===== src/source/sv32_pkg.sv =====
/*
 * Sv32 MMU shared types
 * PTE layout with leaf and pointer views, status fields, and the request and
 * response words passed between the load/store side, TLB, walker and memory
 */
package sv32_pkg;

    localparam int ASID_W = 9;

    // Low byte of every PTE
    typedef struct packed {
        logic d;
        logic a;
        logic g;
        logic u;
        logic x;
        logic w;
        logic r;
        logic v;
    } pte_flags_t;

    typedef struct packed {
        logic [11:0] ppn1;
        logic [9:0]  ppn0;
        logic [1:0]  rsw;
        pte_flags_t  flags;
    } pte_leaf_t;

    typedef struct packed {
        logic [21:0] ppn;   // Next table, full PPN
        logic [1:0]  rsw;
        pte_flags_t  flags;
    } pte_pointer_t;

    // One fetched word, read as a leaf or as a pointer
    typedef union packed {
        pte_leaf_t    leaf_view;
        pte_pointer_t pointer_view;
    } pte_u;

    typedef enum logic {
        PRIV_U = 1'b0,
        PRIV_S = 1'b1
    } priv_t;

    typedef struct packed {
        logic              translation_on;
        logic [19:0]       root_ppn;
        logic [ASID_W-1:0] asid;
        priv_t             privilege;
        logic              sum;
        logic              mxr;
    } mmu_ctrl_t;

    typedef struct packed {
        logic        strobe;
        logic [31:0] vaddr;
        logic        rnw;
    } tlb_req_t;

    typedef struct packed {
        logic        done;
        logic        fault;
        logic [31:0] paddr;
    } tlb_resp_t;

    typedef struct packed {
        logic        strobe;
        logic        addr_only;   // Clear for flush-all
        logic [31:0] addr;
    } sfence_t;

    typedef struct packed {
        logic        strobe;
        logic [31:0] vaddr;
    } walk_req_t;

    typedef struct packed {
        logic        done;
        logic        fault;
        logic        superpage;
        logic [19:0] ppn;
        pte_flags_t  flags;
    } walk_resp_t;

    typedef struct packed {
        logic        strobe;
        logic        we;
        logic [31:0] addr;   // Word address
        logic [31:0] wdata;
    } mem_req_t;

    typedef struct packed {
        logic        valid;
        logic [31:0] rdata;
    } mem_rsp_t;

endpackage

===== src/source/mem_arbiter.sv =====
/*
 * Page table RAM arbiter
 * Host port has fixed priority, walker waits; read data is steered back
 * to whoever owns the read in flight
 */
module mem_arbiter import sv32_pkg::*; #(
    parameter int MEM_WORDS = 4096
) (
    input  logic     clk,
    input  logic     rst_n,
    input  mem_req_t host,
    input  mem_req_t walker_req,
    output logic     walker_grant,
    output mem_rsp_t walker_rsp,
    output mem_req_t ram_req,
    input  mem_rsp_t ram_rsp
);

    localparam int AW = $clog2(MEM_WORDS);

    mem_req_t sel_req;
    logic     walker_owns_r;   // Read in flight belongs to the walker

    assign walker_grant = walker_req.strobe & ~host.strobe;
    assign sel_req      = host.strobe ? host : walker_req;

    // Out-of-range addresses wrap
    always_comb begin
        ram_req      = sel_req;
        ram_req.addr = {{(32 - AW){1'b0}}, sel_req.addr[AW-1:0]};
    end

    always_ff @(posedge clk or negedge rst_n) begin
        if (!rst_n)
            walker_owns_r <= 1'b0;
        else
            walker_owns_r <= walker_grant;
    end

    assign walker_rsp.valid = ram_rsp.valid & walker_owns_r;
    assign walker_rsp.rdata = ram_rsp.rdata;

endmodule


===== config.mk =====
export PLATFORM = sky130hd
export DESIGN_NAME = mem_arbiter
export DESIGN_NICKNAME = d
export VERILOG_FILES = /design/src/source/sv32_pkg.sv /design/src/source/mem_arbiter.sv
export SDC_FILE = /design/constraint.sdc
export NUM_CORES = 1
export LEC_CHECK = 0
export BUFFER_PORTS_ARGS = -buffer_cell sky130_fd_sc_hd__buf_2
export CORE_AREA = 10 10 95 97
export CTS_CLUSTER_DIAMETER = 150
export DETAILED_ROUTE_END_ITERATION = 10
export DIE_AREA = 0 0 105 107
export MAX_ROUTING_LAYER = met4
export PLACE_DENSITY = 0.71
export RECOVER_POWER = 100
export SYNTH_ARGS = -nofsm -noshare
export SYNTH_HDL_FRONTEND = slang
export SYNTH_SLANG_ARGS = --single-unit

===== constraint.sdc =====
create_clock -name clk -period 1 [get_ports clk]
set_clock_uncertainty 0.05 [all_clocks]
set_input_delay 0.2 -clock clk [delete_from_list [all_inputs] [get_ports clk]]
set_output_delay 0.2 -clock clk [all_outputs]
set_load 0.005 [all_outputs]

==> results.sh, run 1 <==
export IMPL_outcome="complete, but fails checks"
export IMPL_failed_checks="negative setup slack"
export IMPL_critical_path_cell_list="buf_16, buf_16, mux2_4, buf_6"
export IMPL_share_comb_of_total_power_pct=95.9
export IMPL_crit_slowest_cell="mux2_4"
export IMPL_post_synth_num_cell_types=10
export IMPL_drcViolationCount=0
export IMPL_yosys_top_cells_count="52 x buf_4, 28 x mux2_4, 17 x mux2_2"
export IMPL_wire_length_of_the_first_global_routing_pass_mm=8.74
export IMPL_dieWidth_um=105
export IMPL_critical_path_max_stage_delay_ns=0.31
export IMPL_cp_start_kind="primary input"
export IMPL_cellInternalPower_uw=731
export IMPL_hp_start="ram_rsp[12]"
export IMPL_setup_viol=48
export IMPL_synth_seq_cells=1
export IMPL_post_synth_top_area_cell="mux2_4"
export IMPL_hold_violations=0
export IMPL_hold_path_cell_count=0
export IMPL_power_switching_share_pct=31.2
export IMPL_num_nets_final=391
export IMPL_drtAntennaViolNets=0
export IMPL_min_period_ns=1.19
export IMPL_design_die_area_um2=11200
export IMPL_power_density_nw_per_um2=493
export IMPL_fin_hold_ws_ns=0.350
export IMPL_path_class="primary input to primary output"
export IMPL_synth_top_cell_area_share_pct=38.2
export IMPL_flip_flop_count_of_the_largest_register_all_copies_and_words_added=1
export IMPL_final_core_util_pct=30.2
export IMPL_critPathCaptureType="primary output"
export IMPL_share_of_cells_above_drive_strength_1_pct=88.7
export IMPL_global_route_usage_met1_pct=9.49
export IMPL_globalRoute_totalOverflow=0
export IMPL_total_leakage_power_uw=0.00122
export IMPL_clkPwrFrac_pct=0
export IMPL_worst_endpoint_arrival_ns=0.94
export IMPL_worst_hold_path_endpoint="walker_rsp[12]"
export IMPL_grt_max_degree=10
export IMPL_dp_hpwl_mm=4.92
export IMPL_synth_simple_gate_area_share_pct=1.71
export IMPL_cp_data_required_time_ns=0.75
export IMPL_yosysWarningCount=0
export IMPL_post_synth_fa_ha_maj_area_fraction_pct=0
export IMPL_detail_route_wirelength_mm=6.34
export IMPL_critical_path_peak_fanout=7
export IMPL_ys_seq_area_share_pct=2.28
export IMPL_reg_largest_list="walker_owns_r: 1 flops"
export IMPL_gp_routability_congestion=0.908
export IMPL_initial_antenna_violation_count=0
export IMPL_max_slew_vio_count=0
export IMPL_count_leader_synth="buf_4"
export IMPL_synth_main_ff_cell="dfrtp_1"
export IMPL_placed_area_um2=1610
export IMPL_postSynth_asyncResetShare_pct=100
export IMPL_drv_cap=0
export IMPL_post_route_period_util_pct=119
export IMPL_yosys_area_share_xor_xnor_pct=0
export IMPL_smallest_setup_slack_after_layout_ns=-0.186
export IMPL_drt_vias_per_instance=3.69
export IMPL_seqPwrFrac_pct=4.1
export IMPL_muxShareOfSynthArea_pct=55.6
export IMPL_critical_path_top_cell_by_count="buf_16"
export IMPL_vias_in_the_first_global_route=1396
export IMPL_regMostFlops="walker_owns_r"
export IMPL_switching_power_uw=331
export IMPL_gr_usage_met3_pct=3.11
export IMPL_globalRoute_busiestLayer="met2"
export IMPL_initial_core_util_pct=15.4
export IMPL_pin_count=267
export IMPL_die_height_um=107
export IMPL_syn_area_per_cell_um2=10.3
export IMPL_power_ir_vdd_worst_mv=0.0917
export IMPL_dr_pass1_iters=4
export IMPL_synthCells=107
export IMPL_grt_setup_unrepaired="yes"
export IMPL_placement_rows=31
export IMPL_synth_area_top_cells="mux2_4 38%, buf_4 35%, mux2_2 17%, buf_6 4.1%, dfrtp_1 2.3%"
export IMPL_synthesis_area_um2=1100
export IMPL_gr_usage_total_pct=9.93
export IMPL_syn2layout_area_growth_pct=95.9
export IMPL_final_cell_area_um2=2150
export IMPL_synth_top_family_by_area="multiplexers"
export IMPL_worstHoldPathType="primary input to primary output"
export IMPL_number_of_i_o_port_buffers=142
export IMPL_grt_met2_usage_pct=19.5
export IMPL_drt_wirelength_per_cell_um=19.8
export IMPL_detail_route_iter0_violations=12
export IMPL_synth_compound_area_share_pct=0
export IMPL_synth_edf_count=0
export IMPL_n_antenna_cell=0
export IMPL_coreArea_um2=7140
export IMPL_vias=1186
export IMPL_fmax_mhz=843
==> cell families (layout without fill, tap and decap cells) <==
| family | Yosys count | count (layout) |
|---|---|---|
| buf+inv | 57 | 153 |
| flops | 1 | 1 |
| mux | 45 | 45 |
| other cells | 1 | 20 |
| simple gates | 3 | 3 |
==> metal layers <==
| layer | part of all wire, % | vias to the layer above |
|---|---|---|
| met5 | 0 | - |
| met4 | 1.3 | 0 |
| met3 | 9.9 | 14 |
| met2 | 54 | 108 |
| met1 | 35 | 543 |
| li1 | - | 521 |
==> metrics by stage <==
stage	power (µW)	setup TNS, ns	instances	setup slack (ns)
floorplan	533	-0.212	126	-0.00776
global placement	706	-11.04	314	-0.276
detailed placement	715	-11.43	314	-0.286
CTS	1010	-7.67	319	-0.188
global route	1120	-8.35	321	-0.194
finish	1060	-7.59	321	-0.186
==> how the worst max path moves through the flow <==
stage               startpoint     endpoint  cells after the start
finish                host[65]  ram_req[20]                      4
global placement      host[65]   ram_req[0]                      4
CTS                   host[65]   ram_req[6]                      4
detailed placement    host[65]   ram_req[0]                      4
floorplan             host[65]  ram_req[35]                      3
global route          host[65]   ram_req[2]                      4
==> power by group through the flow <==
stage | Clock (µW) | Sequential, µW | Combinational (µW)
after CTS | 0 | 43.6 | 970
after global placement | 0 | 43.5 | 662
after detailed placement | 0 | 43.6 | 671
after global routing | 0 | 43.6 | 1080
after floorplan | 0 | 43.5 | 489
final | 0 | 43.7 | 1020
==> area by class of cell <==
cell class,instances,area [µm²]
tap,99,124
sequential,1,25.0
multi-input combinational,68,779
timing repair buffer,153,1230
fill,737,4980
==> timing repair <==
| action | in CTS | in global routing |
|---|---|---|
| endpoints found under the hold margin | 1 | 0 |
| pin swaps | 1 | 0 |
| resized for setup | 71 | 10 |
| buffers inserted | 0 | 2 |
| hold buffers | 1 | 0 |
| gates cloned | 4 | 0 |
| endpoints found under the setup margin | 47 | 47 |
==> layout by cell type, fill, tap and decap left out, types with 2 or more instances in the layout <==
| master | instances |
|---|---|
| buf_12 | 2 |
| mux2_4 | 45 |
| buf_16 | 5 |
| buf_4 | 2 |
| buf_6 | 48 |
| buf_2 | 92 |
| clkbuf_1 | 2 |
| conb_1 | 20 |
==> critical path, delay by kind of cell <==
| kind | cells | cell delay, ns |
|---|---|---|
| muxes | 1 | 0.31 |
| buffers and inverters | 3 | 0.41 |
Note: power is estimated with default switching activity, not from simulation.
==> run 2, diff against run 1 <==
--- a/config.mk
+++ b/config.mk
@@ -13,6 +13,8 @@
 export MAX_ROUTING_LAYER = met4
 export PLACE_DENSITY = 0.71
 export RECOVER_POWER = 100
+export SKIP_CTS_REPAIR_TIMING = 1
+export SKIP_LAST_GASP = 1
 export SYNTH_ARGS = -nofsm -noshare
 export SYNTH_HDL_FRONTEND = slang
 export SYNTH_SLANG_ARGS = --single-unit
==> run 2 against run 1 <==
The flow still finishes with violations (negative setup slack). Highest routed layer unchanged. Combinational power decreased by 11%. Critical endpoint unchanged. Via count shrank 2.6%. Cell count is 0.62% lower. Worst setup slack gained 0.016 ns.
==> results.sh, run 2 (synthesized netlist as in run 1, its figures left out) <==
export IMPL_outcome="complete, but fails checks"
export IMPL_failed_checks="negative setup slack"
export IMPL_post_route_period_util_pct=117
export IMPL_number_of_i_o_port_buffers=142
export IMPL_worst_endpoint_arrival_ns=0.92
export IMPL_total_leakage_power_uw=0.00117
export IMPL_syn2layout_area_growth_pct=82.1
export IMPL_share_comb_of_total_power_pct=95.4
export IMPL_drtAntennaViolNets=0
export IMPL_smallest_setup_slack_after_layout_ns=-0.170
export IMPL_final_core_util_pct=28.1
export IMPL_cp_start_kind="primary input"
export IMPL_seqPwrFrac_pct=4.6
export IMPL_pin_count=267
export IMPL_placement_setup_worst_slack_ns=-0.286
export IMPL_power_density_nw_per_um2=475
export IMPL_worst_hold_path_endpoint="walker_rsp[12]"
export IMPL_worstHoldPathType="primary input to primary output"
export IMPL_critical_path_cell_list="buf_12, clkbuf_16, mux2_4, buf_6"
export IMPL_path_class="primary input to primary output"
export IMPL_clkPwrFrac_pct=0
export IMPL_most_common_cell_after_layout_fill_and_taps_aside="buf_2"
export IMPL_reg_largest_list="walker_owns_r: 1 flops"
export IMPL_drt_vias_per_instance=3.62
export IMPL_filler_cell_count=754
export IMPL_regMostFlops="walker_owns_r"
export IMPL_crit_slowest_cell="mux2_4"
export IMPL_fmax_mhz=855
export IMPL_grt_setup_unrepaired="yes"
export IMPL_power_ir_vdd_worst_mv=0.0889
export IMPL_drt_wirelength_per_cell_um=18.4
export IMPL_flip_flop_count_of_the_largest_register_all_copies_and_words_added=1
export IMPL_critical_path_max_stage_delay_ns=0.30
export IMPL_wire_length_of_the_first_global_routing_pass_mm=7.36
export IMPL_final_cell_mix="110 x buf_2, 45 x mux2_4, 30 x buf_6, 20 x conb_1"
export IMPL_initial_core_util_pct=15.4
export IMPL_layout_area_seq_um2=25.0
export IMPL_num_nets_final=389
export IMPL_min_period_ns=1.17
export IMPL_cellInternalPower_uw=652
export IMPL_share_of_cells_above_drive_strength_1_pct=89.1
export IMPL_power_switching_share_pct=31.5
export IMPL_critPathCaptureType="primary output"
export IMPL_dr_pass1_iters=4
export IMPL_multi_input_area_um2=779
export IMPL_n_antenna_cell=0
export IMPL_hp_start="ram_rsp[12]"
export IMPL_worst_path_dominant_cell_family="buffers and inverters"
export IMPL_design_die_area_um2=11200
export IMPL_drv_cap=0
export IMPL_die_height_um=107
export IMPL_detail_route_wirelength_mm=5.86
export IMPL_cp_buffers_inverters=3
export IMPL_hold_violations=0
export IMPL_cp_data_required_time_ns=0.75
export IMPL_grt_max_degree=29
export IMPL_globalRoute_totalOverflow=0
export IMPL_initial_antenna_violation_count=0
export IMPL_switching_power_uw=299
export IMPL_totalPowerFinal_uw=952
export IMPL_placement_rows=31
export IMPL_gr_usage_total_pct=8.08
export IMPL_detail_route_iter0_violations=16
export IMPL_gp_routability_congestion=0.908
export IMPL_drcViolationCount=0
export IMPL_max_slew_vio_count=0
export IMPL_setup_viol=46
export IMPL_vias_in_the_first_global_route=1323
export IMPL_critical_path_peak_fanout=7
export IMPL_dp_hpwl_mm=4.92
export IMPL_coreArea_um2=7140
export IMPL_dieWidth_um=105
export IMPL_hold_path_cell_count=0
export IMPL_vias=1155
[run 2: changes by cell type in the layout (fill, tap and decap cells not counted)]
cell	change
buf_4	-1
clkbuf_16	+3
buf_2	+18
buf_6	-18
clkbuf_1	-1
buf_8	+1
buf_16	-5
buf_12	+1
[run 2: how the worst max path moves through the flow]
stage                     startpoint     endpoint  slack, ns  cells after the start
after global placement      host[65]   ram_req[0]      -0.28                      4
after global routing        host[65]  ram_req[15]      -0.19                      4
after CTS                   host[65]   ram_req[0]      -0.29                      4
after detailed placement    host[65]   ram_req[0]      -0.29                      4
after floorplan             host[65]  ram_req[35]     -0.008                      3
final                       host[65]  ram_req[20]      -0.17                      4
[run 2: final cells by class]
class | count | area share, %
Tap cell | 99 | 6.18
Timing Repair Buffer | 151 | 53.7
Sequential cell | 1 | 1.25
Multi-Input combinational cell | 68 | 38.9
[run 2: power groups by stage]
stage                     logic, µW  registers (µW)  clock network [µW]
final                           908            43.6                   0
after global placement          662            43.5                   0
after floorplan                 489            43.5                   0
after global routing            972            43.6                   0
after detailed placement        671            43.6                   0
after CTS                       673            43.6                   0
[run 2: stage by stage]
stage,TNS (ns),cell area [µm²],hold WS (ns),instances
after CTS,-11.53,1610,-0.0713,314
after floorplan,-0.212,1200,-0.146,126
final,-6.91,2000,0.350,319
after global placement,-11.04,1610,-0.0746,314
after global routing,-7.89,2000,0.350,319
after detailed placement,-11.43,1610,-0.0716,314
[run 2: routing by layer]
layer,GRT usage (%),part of all wire [%],vias to the layer above
met3,2.63,10,12
met2,14.9,52,110
li1,-,-,516
met4,1.37,1.0,0
met1,8.28,36,517
met5,-,0,-
