`config.mk`:
```
export PLATFORM = sky130hd
export DESIGN_NAME = page_walker
export DESIGN_NICKNAME = d
export VERILOG_FILES = /design/src/source/sv32_pkg.sv /design/src/source/page_walker.sv
export SDC_FILE = /design/constraint.sdc
export NUM_CORES = 1
export LEC_CHECK = 0
export BUFFER_PORTS_ARGS = -buffer_cell sky130_fd_sc_hd__clkbuf_2
export CORE_AREA = 2 2 78 80
export CTS_CLUSTER_DIAMETER = 50
export DETAILED_ROUTE_END_ITERATION = 10
export DIE_AREA = 0 0 80 82
export GPL_ROUTABILITY_DRIVEN = 0
export HOLD_SLACK_MARGIN = 0.03
export PLACE_DENSITY = 0.82
export SETUP_SLACK_MARGIN = 0.1
export SKIP_LAST_GASP = 1
export SYNTH_ARGS = -nofsm -noshare
export SYNTH_HDL_FRONTEND = slang
export SYNTH_SLANG_ARGS = --single-unit
```
`constraint.sdc`:
```
create_clock -name clk -period 6.9 [get_ports clk]
set_input_delay 0.69 -clock clk [delete_from_list [all_inputs] [get_ports clk]]
set_output_delay 0.69 -clock clk [all_outputs]
set_load 0.05 [all_outputs]
```
`src/source/sv32_pkg.sv`:
```
/*
 * Sv32 MMU shared types
 * PTE layout with leaf and pointer views, status fields, and the request and
 * response words passed between the load/store side, TLB, walker and memory
 */
package sv32_pkg;

    localparam int ASID_W = 9;

    // Low byte of every PTE
    typedef struct packed {
        logic d;
        logic a;
        logic g;
        logic u;
        logic x;
        logic w;
        logic r;
        logic v;
    } pte_flags_t;

    typedef struct packed {
        logic [11:0] ppn1;
        logic [9:0]  ppn0;
        logic [1:0]  rsw;
        pte_flags_t  flags;
    } pte_leaf_t;

    typedef struct packed {
        logic [21:0] ppn;   // Next table, full PPN
        logic [1:0]  rsw;
        pte_flags_t  flags;
    } pte_pointer_t;

    // One fetched word, read as a leaf or as a pointer
    typedef union packed {
        pte_leaf_t    leaf_view;
        pte_pointer_t pointer_view;
    } pte_u;

    typedef enum logic {
        PRIV_U = 1'b0,
        PRIV_S = 1'b1
    } priv_t;

    typedef struct packed {
        logic              translation_on;
        logic [19:0]       root_ppn;
        logic [ASID_W-1:0] asid;
        priv_t             privilege;
        logic              sum;
        logic              mxr;
    } mmu_ctrl_t;

    typedef struct packed {
        logic        strobe;
        logic [31:0] vaddr;
        logic        rnw;
    } tlb_req_t;

    typedef struct packed {
        logic        done;
        logic        fault;
        logic [31:0] paddr;
    } tlb_resp_t;

    typedef struct packed {
        logic        strobe;
        logic        addr_only;   // Clear for flush-all
        logic [31:0] addr;
    } sfence_t;

    typedef struct packed {
        logic        strobe;
        logic [31:0] vaddr;
    } walk_req_t;

    typedef struct packed {
        logic        done;
        logic        fault;
        logic        superpage;
        logic [19:0] ppn;
        pte_flags_t  flags;
    } walk_resp_t;

    typedef struct packed {
        logic        strobe;
        logic        we;
        logic [31:0] addr;   // Word address
        logic [31:0] wdata;
    } mem_req_t;

    typedef struct packed {
        logic        valid;
        logic [31:0] rdata;
    } mem_rsp_t;

endpackage
```
`src/source/page_walker.sv`:
```
/*
 * Sv32 page table walker
 * Two-level walk from root_ppn, one PTE read per level through the arbiter,
 * ends with a refill for the TLB or a fault
 */
module page_walker import sv32_pkg::*; (
    input  logic       clk,
    input  logic       rst_n,
    input  mmu_ctrl_t  ctrl,
    input  walk_req_t  walk_req,
    input  logic       grant,
    input  mem_rsp_t   mem_rsp,
    output mem_req_t   mem_req,
    output walk_resp_t walk_resp
);

    typedef enum logic [1:0] {
        W_IDLE,
        W_FETCH,   // Strobe held until granted
        W_WAIT     // PTE arrives
    } walk_state_t;

    walk_state_t state;
    logic        level1;     // Set while on the root table
    logic [31:0] vaddr_r;
    logic [19:0] base_ppn;

    pte_u        pte;
    logic        pte_bad;
    logic        pte_leaf;
    logic        pte_done;

    //////////////////////////////////////////////////
    // PTE decode
    assign pte      = mem_rsp.rdata;
    assign pte_bad  = ~pte.leaf_view.flags.v | (pte.leaf_view.flags.w & ~pte.leaf_view.flags.r);
    assign pte_leaf = pte.leaf_view.flags.r | pte.leaf_view.flags.x;
    assign pte_done = (state == W_WAIT) & mem_rsp.valid;

    always_comb begin
        walk_resp.done      = pte_done & (pte_bad | pte_leaf | ~level1);
        walk_resp.superpage = level1;
        walk_resp.ppn       = {pte.leaf_view.ppn1[9:0], pte.leaf_view.ppn0};
        walk_resp.flags     = pte.leaf_view.flags;
        if (pte_bad)
            walk_resp.fault = 1'b1;
        else if (pte_leaf)
            walk_resp.fault = level1 & (pte.leaf_view.ppn0 != '0);   // Misaligned superpage
        else
            walk_resp.fault = ~level1;   // Pointer on the last level
    end

    //////////////////////////////////////////////////
    // PTE fetch
    assign mem_req.strobe = (state == W_FETCH);
    assign mem_req.we     = 1'b0;
    assign mem_req.wdata  = '0;
    assign mem_req.addr   = level1 ? {2'b00, base_ppn, vaddr_r[31:22]}
                                   : {2'b00, base_ppn, vaddr_r[21:12]};

    always_ff @(posedge clk) begin
        if (state == W_IDLE && walk_req.strobe) begin
            vaddr_r  <= walk_req.vaddr;
            base_ppn <= ctrl.root_ppn;
        end else if (pte_done && !pte_bad && !pte_leaf && level1) begin
            base_ppn <= pte.pointer_view.ppn[19:0];   // PPN cut to 20 bits
        end
    end

    always_ff @(posedge clk or negedge rst_n) begin
        if (!rst_n) begin
            state  <= W_IDLE;
            level1 <= 1'b1;
        end else begin
            case (state)
                W_IDLE: begin
                    if (walk_req.strobe) begin
                        state  <= W_FETCH;
                        level1 <= 1'b1;
                    end
                end
                W_FETCH: begin
                    if (grant)
                        state <= W_WAIT;
                end
                W_WAIT: begin
                    if (walk_resp.done) begin
                        state <= W_IDLE;
                    end else if (mem_rsp.valid) begin
                        state  <= W_FETCH;   // Descend to level 0
                        level1 <= 1'b0;
                    end
                end
                default: state <= W_IDLE;
            endcase
        end
    end

endmodule

```
==> results of run 1 <==
[metal layers]
metal,GRT usage [%],up-vias
li1,-,691
met1,13.9,680
met2,23.9,76
met3,3.52,4
met4,5.59,0
met5,0,-
[per-stage QoR]
step | std cells | hold slack [ns] | area, um2 | util [%] | setup slack [ns]
CTS | 343 | 0.165 | 2720 | 47.4 | 3.90
global route | 343 | 0.158 | 2720 | 47.4 | 3.81
detailed placement | 335 | 0.489 | 2640 | 45.9 | 4.05
finish | 343 | 0.176 | 2720 | 47.4 | 4.01
global placement | 335 | 0.487 | 2640 | 45.9 | 4.08
floorplan | 200 | 0.394 | 2390 | - | 4.30
[where the power goes]
part	switching [mW]	internal [mW]
registers	0.0246	0.372
clock network	0.0836	0.0708
logic	0.333	0.104
total	0.442	0.546
[flip-flops by register name, summed over array words and instances (netlist names)]
name      count
base_ppn     20
level1        1
state         2
vaddr_r      20
[worst max-delay path, delay by kind of cell (launching register included)]
kind / cells / cell delay [ns]
and+or+nand+nor: 1 / 0.16
DFF: 1 / 0.75
AOI/OAI and AO/OA: 2 / 0.72
buffers and inverters: 1 / 0.26
[path summary, 6_finish.rpt]
kind                                    from             to  slack [ns]  cells past startpoint
worst max register to register        level1    base_ppn[0]        4.34                      3
min in group clk                walk_req[31]    vaddr_r[31]        0.57                      1
max in group asynchronous              rst_n         level1        6.53                      1
worst min-delay path                   rst_n       state[0]        0.18                      1
worst max-delay path                  level1  walk_resp[29]        4.01                      4
worst min register to register      state[1]       state[1]        0.65                      2
[cell usage after synthesis]
cell	number
sky130_fd_sc_hd__clkbuf_1	1
sky130_fd_sc_hd__a21oi_1	1
sky130_fd_sc_hd__o21ai_0	1
sky130_fd_sc_hd__nor3b_2	1
sky130_fd_sc_hd__o21a_1	1
sky130_fd_sc_hd__nor4_1	2
sky130_fd_sc_hd__buf_2	2
sky130_fd_sc_hd__conb_1	1
sky130_fd_sc_hd__nor3_1	1
sky130_fd_sc_hd__or4_4	1
sky130_fd_sc_hd__inv_1	3
sky130_fd_sc_hd__or3_4	1
sky130_fd_sc_hd__buf_4	64
sky130_fd_sc_hd__a2111oi_0	1
sky130_fd_sc_hd__dfrtp_1	2
sky130_fd_sc_hd__a31oi_1	1
sky130_fd_sc_hd__nor2b_1	1
sky130_fd_sc_hd__dfstp_2	1
sky130_fd_sc_hd__nand2_1	4
sky130_fd_sc_hd__nor2_1	2
sky130_fd_sc_hd__mux2_2	30
sky130_fd_sc_hd__edfxtp_1	40
sky130_fd_sc_hd__nand2b_1	3
sky130_fd_sc_hd__a221oi_1	1
[layout make-up]
cell class	instances	area [um2]
clock buffers	6	72.6
clock inverters	2	12.5
inverters	3	11.3
flip-flops and latches	43	1280
multi-input cells	87	617
repair buffers	127	638
fillers	551	3020
well taps	75	93.8
[logic make-up (layout without fill, tap and decap cells)]
group,count (synthesis),after routing,share of synthesized area [%]
other,1,35,0.165
flip-flops,43,43,56.4
AND/OR/NAND/NOR,16,16,4.42
buffers and inverters,70,138,22.3
AO/OA/AOI/OAI,6,6,1.82
multiplexers,30,30,14.9
==> impl_metrics.toml, run 1 <==
[timing]
final_min_period_over_clock_period_pct = 41.8
grt_setup_unrepaired = "no"
setup_total_negative_slack_ns = 0
hold_viol = 0
worstMarginPinSlew_ns = 0.971
max_clock_freq_ghz = 0.346
setup_violations = 0
timing.final.max_slew_violations = 0
timing.slew.headroom_pct = 35.3
layout_min_cycle_time_ns = 2.89
clock_skew_ns = 0.00599

[detailed_routing]
num_vias = 1451
route.detailed.wl_per_inst_um = 13.0
remaining_drc_errors = 0
highest-signal-layer = "met4"
drt.antenna.violating_nets = 0
vias_per_cell = 4.23
routedLengthMet1_um = 1560
drt-total-wl_um = 4470
drt-pass1-iter-count = 2
met2RoutedLength_um = 2500
drt-initial-drc-count = 25
wl_met3_um = 358

[hold_path]
hold_class = "in2async"

[floorplanning]
die_w_um = 80
starting_density_of_the_core_pct = 39.4
floorplan.die.height_um = 82
area_of_the_core_um2 = 5750
design.die.area_um2 = 6560
placement_rows = 28
design.portCount = 199

[layout]
final_cell_mix = "126 x sky130_fd_sc_hd__clkbuf_2, 40 x sky130_fd_sc_hd__edfxtp_1, 35 x sky130_fd_sc_hd__conb_1, 30 x sky130_fd_sc_hd__mux2_2, 5 x sky130_fd_sc_hd__clkbuf_8"
share_of_post_route_cells_with_drive_strength_above_1_pct = 62.7
antennaDiodeCount = 0
leading_cell_type_in_the_layout_fill_and_taps_excluded = "sky130_fd_sc_hd__clkbuf_2"
finish.net_count = 369
area_growth_syn_to_layout_pct = 20.2

[logic_synthesis]
mappedNetlistArea_um2 = 2270
synthDominantCellAreaShare_pct = 53.0
post_synth.cell_area_avg_um2 = 13.7
synth-seq-area-share_pct = 56.4
yosys.area.top_type = "sky130_fd_sc_hd__edfxtp_1"
flop_and_latch_count_out_of_synthesis = 43
synth_warnings = 0
synthesis.instances = 166
leading_post_synthesis_cells_by_cell_area = "sky130_fd_sc_hd__edfxtp_1 53%, sky130_fd_sc_hd__buf_4 21%, sky130_fd_sc_hd__mux2_2 15%, sky130_fd_sc_hd__dfrtp_1 2.2%, sky130_fd_sc_hd__dfstp_2 1.2%"
ys_types = 24

[setup_path]
critical-path-slowest-cell = "sky130_fd_sc_hd__dfstp_2"
arrival_ns = 2.20
setup.worst_path.class = "reg2out"
critical_path.endpoint_type = "output port"
worst_path_largest_cell_delay_ns = 0.75
critPathRequiredTime_ns = 6.21
path_cells = "nand2_1, a2111oi_0, a31oi_1, clkbuf_2"
worst_setup_path_start_kind = "flop"
critical_path_peak_fanout = 15

[global_routing]
globalRoute.totalOverflow = 0
global_route.usage.total_pct = 13.0
grt_start_max_net_pins = 44
antenna_violations_before_repair = 0
grt_pass1_vias = 1372
grt_pass1_wl_um = 6350

[clock_tree]
cts.clk_slew.worst_paths_ns = 0.08
cts_hold_buffers = 0
clock_h_tree_levels = 2
ctsLongestPathBuffers = 2
clockRootBuffer = "sky130_fd_sc_hd__clkbuf_8"
cts_resized = 0
clock_sinks = 43
cts_post_setup_buffers_inserted = 0
clock_latency_reported_for_the_late_side_of_the_worst_skew_pair_ns = 0.29
cts-buffers-inserted = 5
tritoncts = "done"

[outcome]
run_status = "finished, final reports clean"

[pwr]
power_density_nw_per_um2 = 363
p_total_mw = 0.988
vdd.ir_drop.worst_uv = 172
total_leakage_power_nw = 1.28

[run]
maxCapViolCount = 0

[place]
port_buffers = 126
place.detailed.hpwl_um = 3500
Note: power is estimated with default switching activity, not from simulation.
==> run 2: changes to the inputs <==
- ABC_AREA: not set -> 1
- CORE_AREA: 2 2 78 80 -> 2 2 82 84
- DIE_AREA: 0 0 80 82 -> 0 0 84 86
- PLACE_DENSITY: 0.82 -> 0.77
- clock period: 6.9 -> 2.9 ns (I/O delays scaled with it)
==> impl_metrics.toml, run 2 <==
[logic_synthesis]
yosys_most_used_dff = "sky130_fd_sc_hd__edfxtp_1"
synth-edff-count = 40
synth_warnings = 0
yosys.area.top_type = "sky130_fd_sc_hd__edfxtp_1"
synthDominantCellAreaShare_pct = 50.5
yosys.cell_count.top_type = "sky130_fd_sc_hd__nand2_1"
synth-seq-area-share_pct = 53.7
post_synth.cell_area_avg_um2 = 9.82
ys_types = 24
synth.cells.most_frequent = "85 x sky130_fd_sc_hd__nand2_1, 65 x sky130_fd_sc_hd__buf_4, 40 x sky130_fd_sc_hd__edfxtp_1"
synth-async-reset-ratio_pct = 6.98
mappedNetlistArea_um2 = 2380
leading_post_synthesis_cells_by_cell_area = "sky130_fd_sc_hd__edfxtp_1 51%, sky130_fd_sc_hd__buf_4 21%, sky130_fd_sc_hd__nand2_1 13%, sky130_fd_sc_hd__dfrtp_1 2.1%, sky130_fd_sc_hd__inv_1 2.1%"
flop_and_latch_count_out_of_synthesis = 43
synthesis.instances = 242

[detailed_routing]
routedLengthMet1_um = 1840
drt.antenna.violating_nets = 0
wl_met3_um = 485
remaining_drc_errors = 0
route.detailed.wl_per_inst_um = 11.2
drt-pass1-iter-count = 4
vias_per_cell = 4.13
drt-initial-drc-count = 48
met2RoutedLength_um = 2360
drt-total-wl_um = 4720
highest-signal-layer = "met4"
num_vias = 1733

[layout]
share_of_post_route_cells_with_drive_strength_above_1_pct = 44.3
antennaDiodeCount = 0
layout.area.seq_um2 = 1280
final_cell_mix = "126 x sky130_fd_sc_hd__clkbuf_2, 85 x sky130_fd_sc_hd__nand2_1, 40 x sky130_fd_sc_hd__edfxtp_1, 35 x sky130_fd_sc_hd__conb_1, 13 x sky130_fd_sc_hd__inv_1"
leading_cell_type_in_the_layout_fill_and_taps_excluded = "sky130_fd_sc_hd__clkbuf_2"
area_growth_syn_to_layout_pct = 20.8
multi_input_area_um2 = 643
post_layout_nonfiller_instances = 420
finish.net_count = 444
layout.cell_area.non_filler_um2 = 2870
top_flop_regs = "base_ppn x20, vaddr_r x20, state x2"
nFillCells = 627

[floorplanning]
design.portCount = 199
design.die.area_um2 = 7220
starting_density_of_the_core_pct = 37.9
area_of_the_core_um2 = 6280
floorplan.die.height_um = 86
placement_rows = 29
die_w_um = 84

[timing]
max_clock_freq_ghz = 0.470
clock_skew_ns = 0.00858
final_min_period_over_clock_period_pct = 73.4
setup_total_negative_slack_ns = 0
grt_setup_unrepaired = "no"
layout_min_cycle_time_ns = 2.13
hold_viol = 0
timing.final.max_slew_violations = 0
setup_violations = 0

[clock_tree]
ctsLongestPathBuffers = 2
clockRootBuffer = "sky130_fd_sc_hd__clkbuf_8"
cts.clk_slew.worst_paths_ns = 0.09
cts_resized = 0
cts-buffers-inserted = 5
tritoncts = "done"
clock_latency_reported_for_the_late_side_of_the_worst_skew_pair_ns = 0.29
cts_hold_buffers = 1
clock_sinks = 43
clock_h_tree_levels = 2
cts_post_setup_buffers_inserted = 0

[place]
numPlacedInstances = 411
place.detailed.hpwl_um = 3780
cell_area_reported_after_detailed_placement_um2 = 2730
port_buffers = 126

[pwr]
p_total_mw = 2.65
power_density_nw_per_um2 = 925
total_leakage_power_nw = 1.51
vdd.ir_drop.worst_uv = 377

[run]
maxCapViolCount = 0

[global_routing]
grt_start_max_net_pins = 47
globalRoute.totalOverflow = 0
antenna_violations_before_repair = 0
grt_pass1_vias = 1549
global_route.usage.total_pct = 13.0
grt_pass1_wl_um = 7170

[outcome]
run_status = "finished, final reports clean"

[setup_path]
setup.worst_path.class = "reg2reg"
arrival_ns = 2.14
r2r.worst_path.cells = 5
critPathRequiredTime_ns = 2.91
critical_path.endpoint_type = "flop"
critical_path_peak_fanout = 14
worst_setup_path_start_kind = "flop"

[hold_path]
hold_path_depth = 1
hold_class = "in2reg"
## run 2: final timing paths
path	startpoint	to	slack, ns
max in group asynchronous	rst_n	level1	2.35
max reg2reg	level1	base_ppn[11]	0.77
min reg2reg	state[0]	state[1]	0.66
min	walk_req[24]	vaddr_r[24]	0.17
max	level1	base_ppn[11]	0.77
min in group asynchronous	rst_n	state[1]	0.34
## run 2: layout make-up
type / instances / area share, %
Clock buffer: 5 / 2.40
Clock inverter: 3 / 2.35
Inverter: 14 / 2.00
Multi-Input combinational cell: 150 / 22.4
Sequential cell: 43 / 44.5
Tap cell: 77 / 3.36
Timing Repair Buffer: 128 / 23.0
## run 2: cells by family (layout without fill, tap and decap cells)
| kind of cell | count (synthesis) | count (layout) | synth area share [%] |
|---|---|---|---|
| AOI/OAI and AO/OA | 8 | 8 | 2.63 |
| other | 1 | 35 | 0.158 |
| and+or+nand+nor | 107 | 107 | 18.9 |
| DFF | 43 | 43 | 53.7 |
| buffers and inverters | 83 | 150 | 24.6 |
## run 2: routing by layer
layer  track usage, %  up-vias
li1                 -      866
met1             14.7      762
met2             22.5      101
met3             5.39        4
met4             4.11        0
met5                0        -
## run 2: where the power goes
| group | internal (mW) | leakage [nW] | switching (mW) |
|---|---|---|---|
| combinational | 0.231 | 1.03 | 0.922 |
| sequential | 0.898 | 0.413 | 0.0529 |
| clock | 0.343 | 0.0644 | 0.208 |
| total | 1.47 | 1.51 | 1.18 |
## run 2: worst max-delay path, cell delays in order, from the launching register on
cell,delay (ns)
sky130_fd_sc_hd__dfstp_2,0.69
sky130_fd_sc_hd__inv_1,0.25
sky130_fd_sc_hd__nor3_2,0.27
sky130_fd_sc_hd__nand2_1,0.10
sky130_fd_sc_hd__nand2_1,0.34
sky130_fd_sc_hd__buf_12,0.20
## run 2: stage by stage
step / worst slack (ns) / util, % / hold slack (ns)
detailed placement: 0.733 / 43.4 / 0.0966
global route: 0.561 / 45.7 / 0.143
finish: 0.771 / 45.7 / 0.166
global placement: 0.772 / 43.4 / 0.0916
floorplan: 1.21 / - / -0.00559
CTS: 0.718 / 45.7 / 0.152
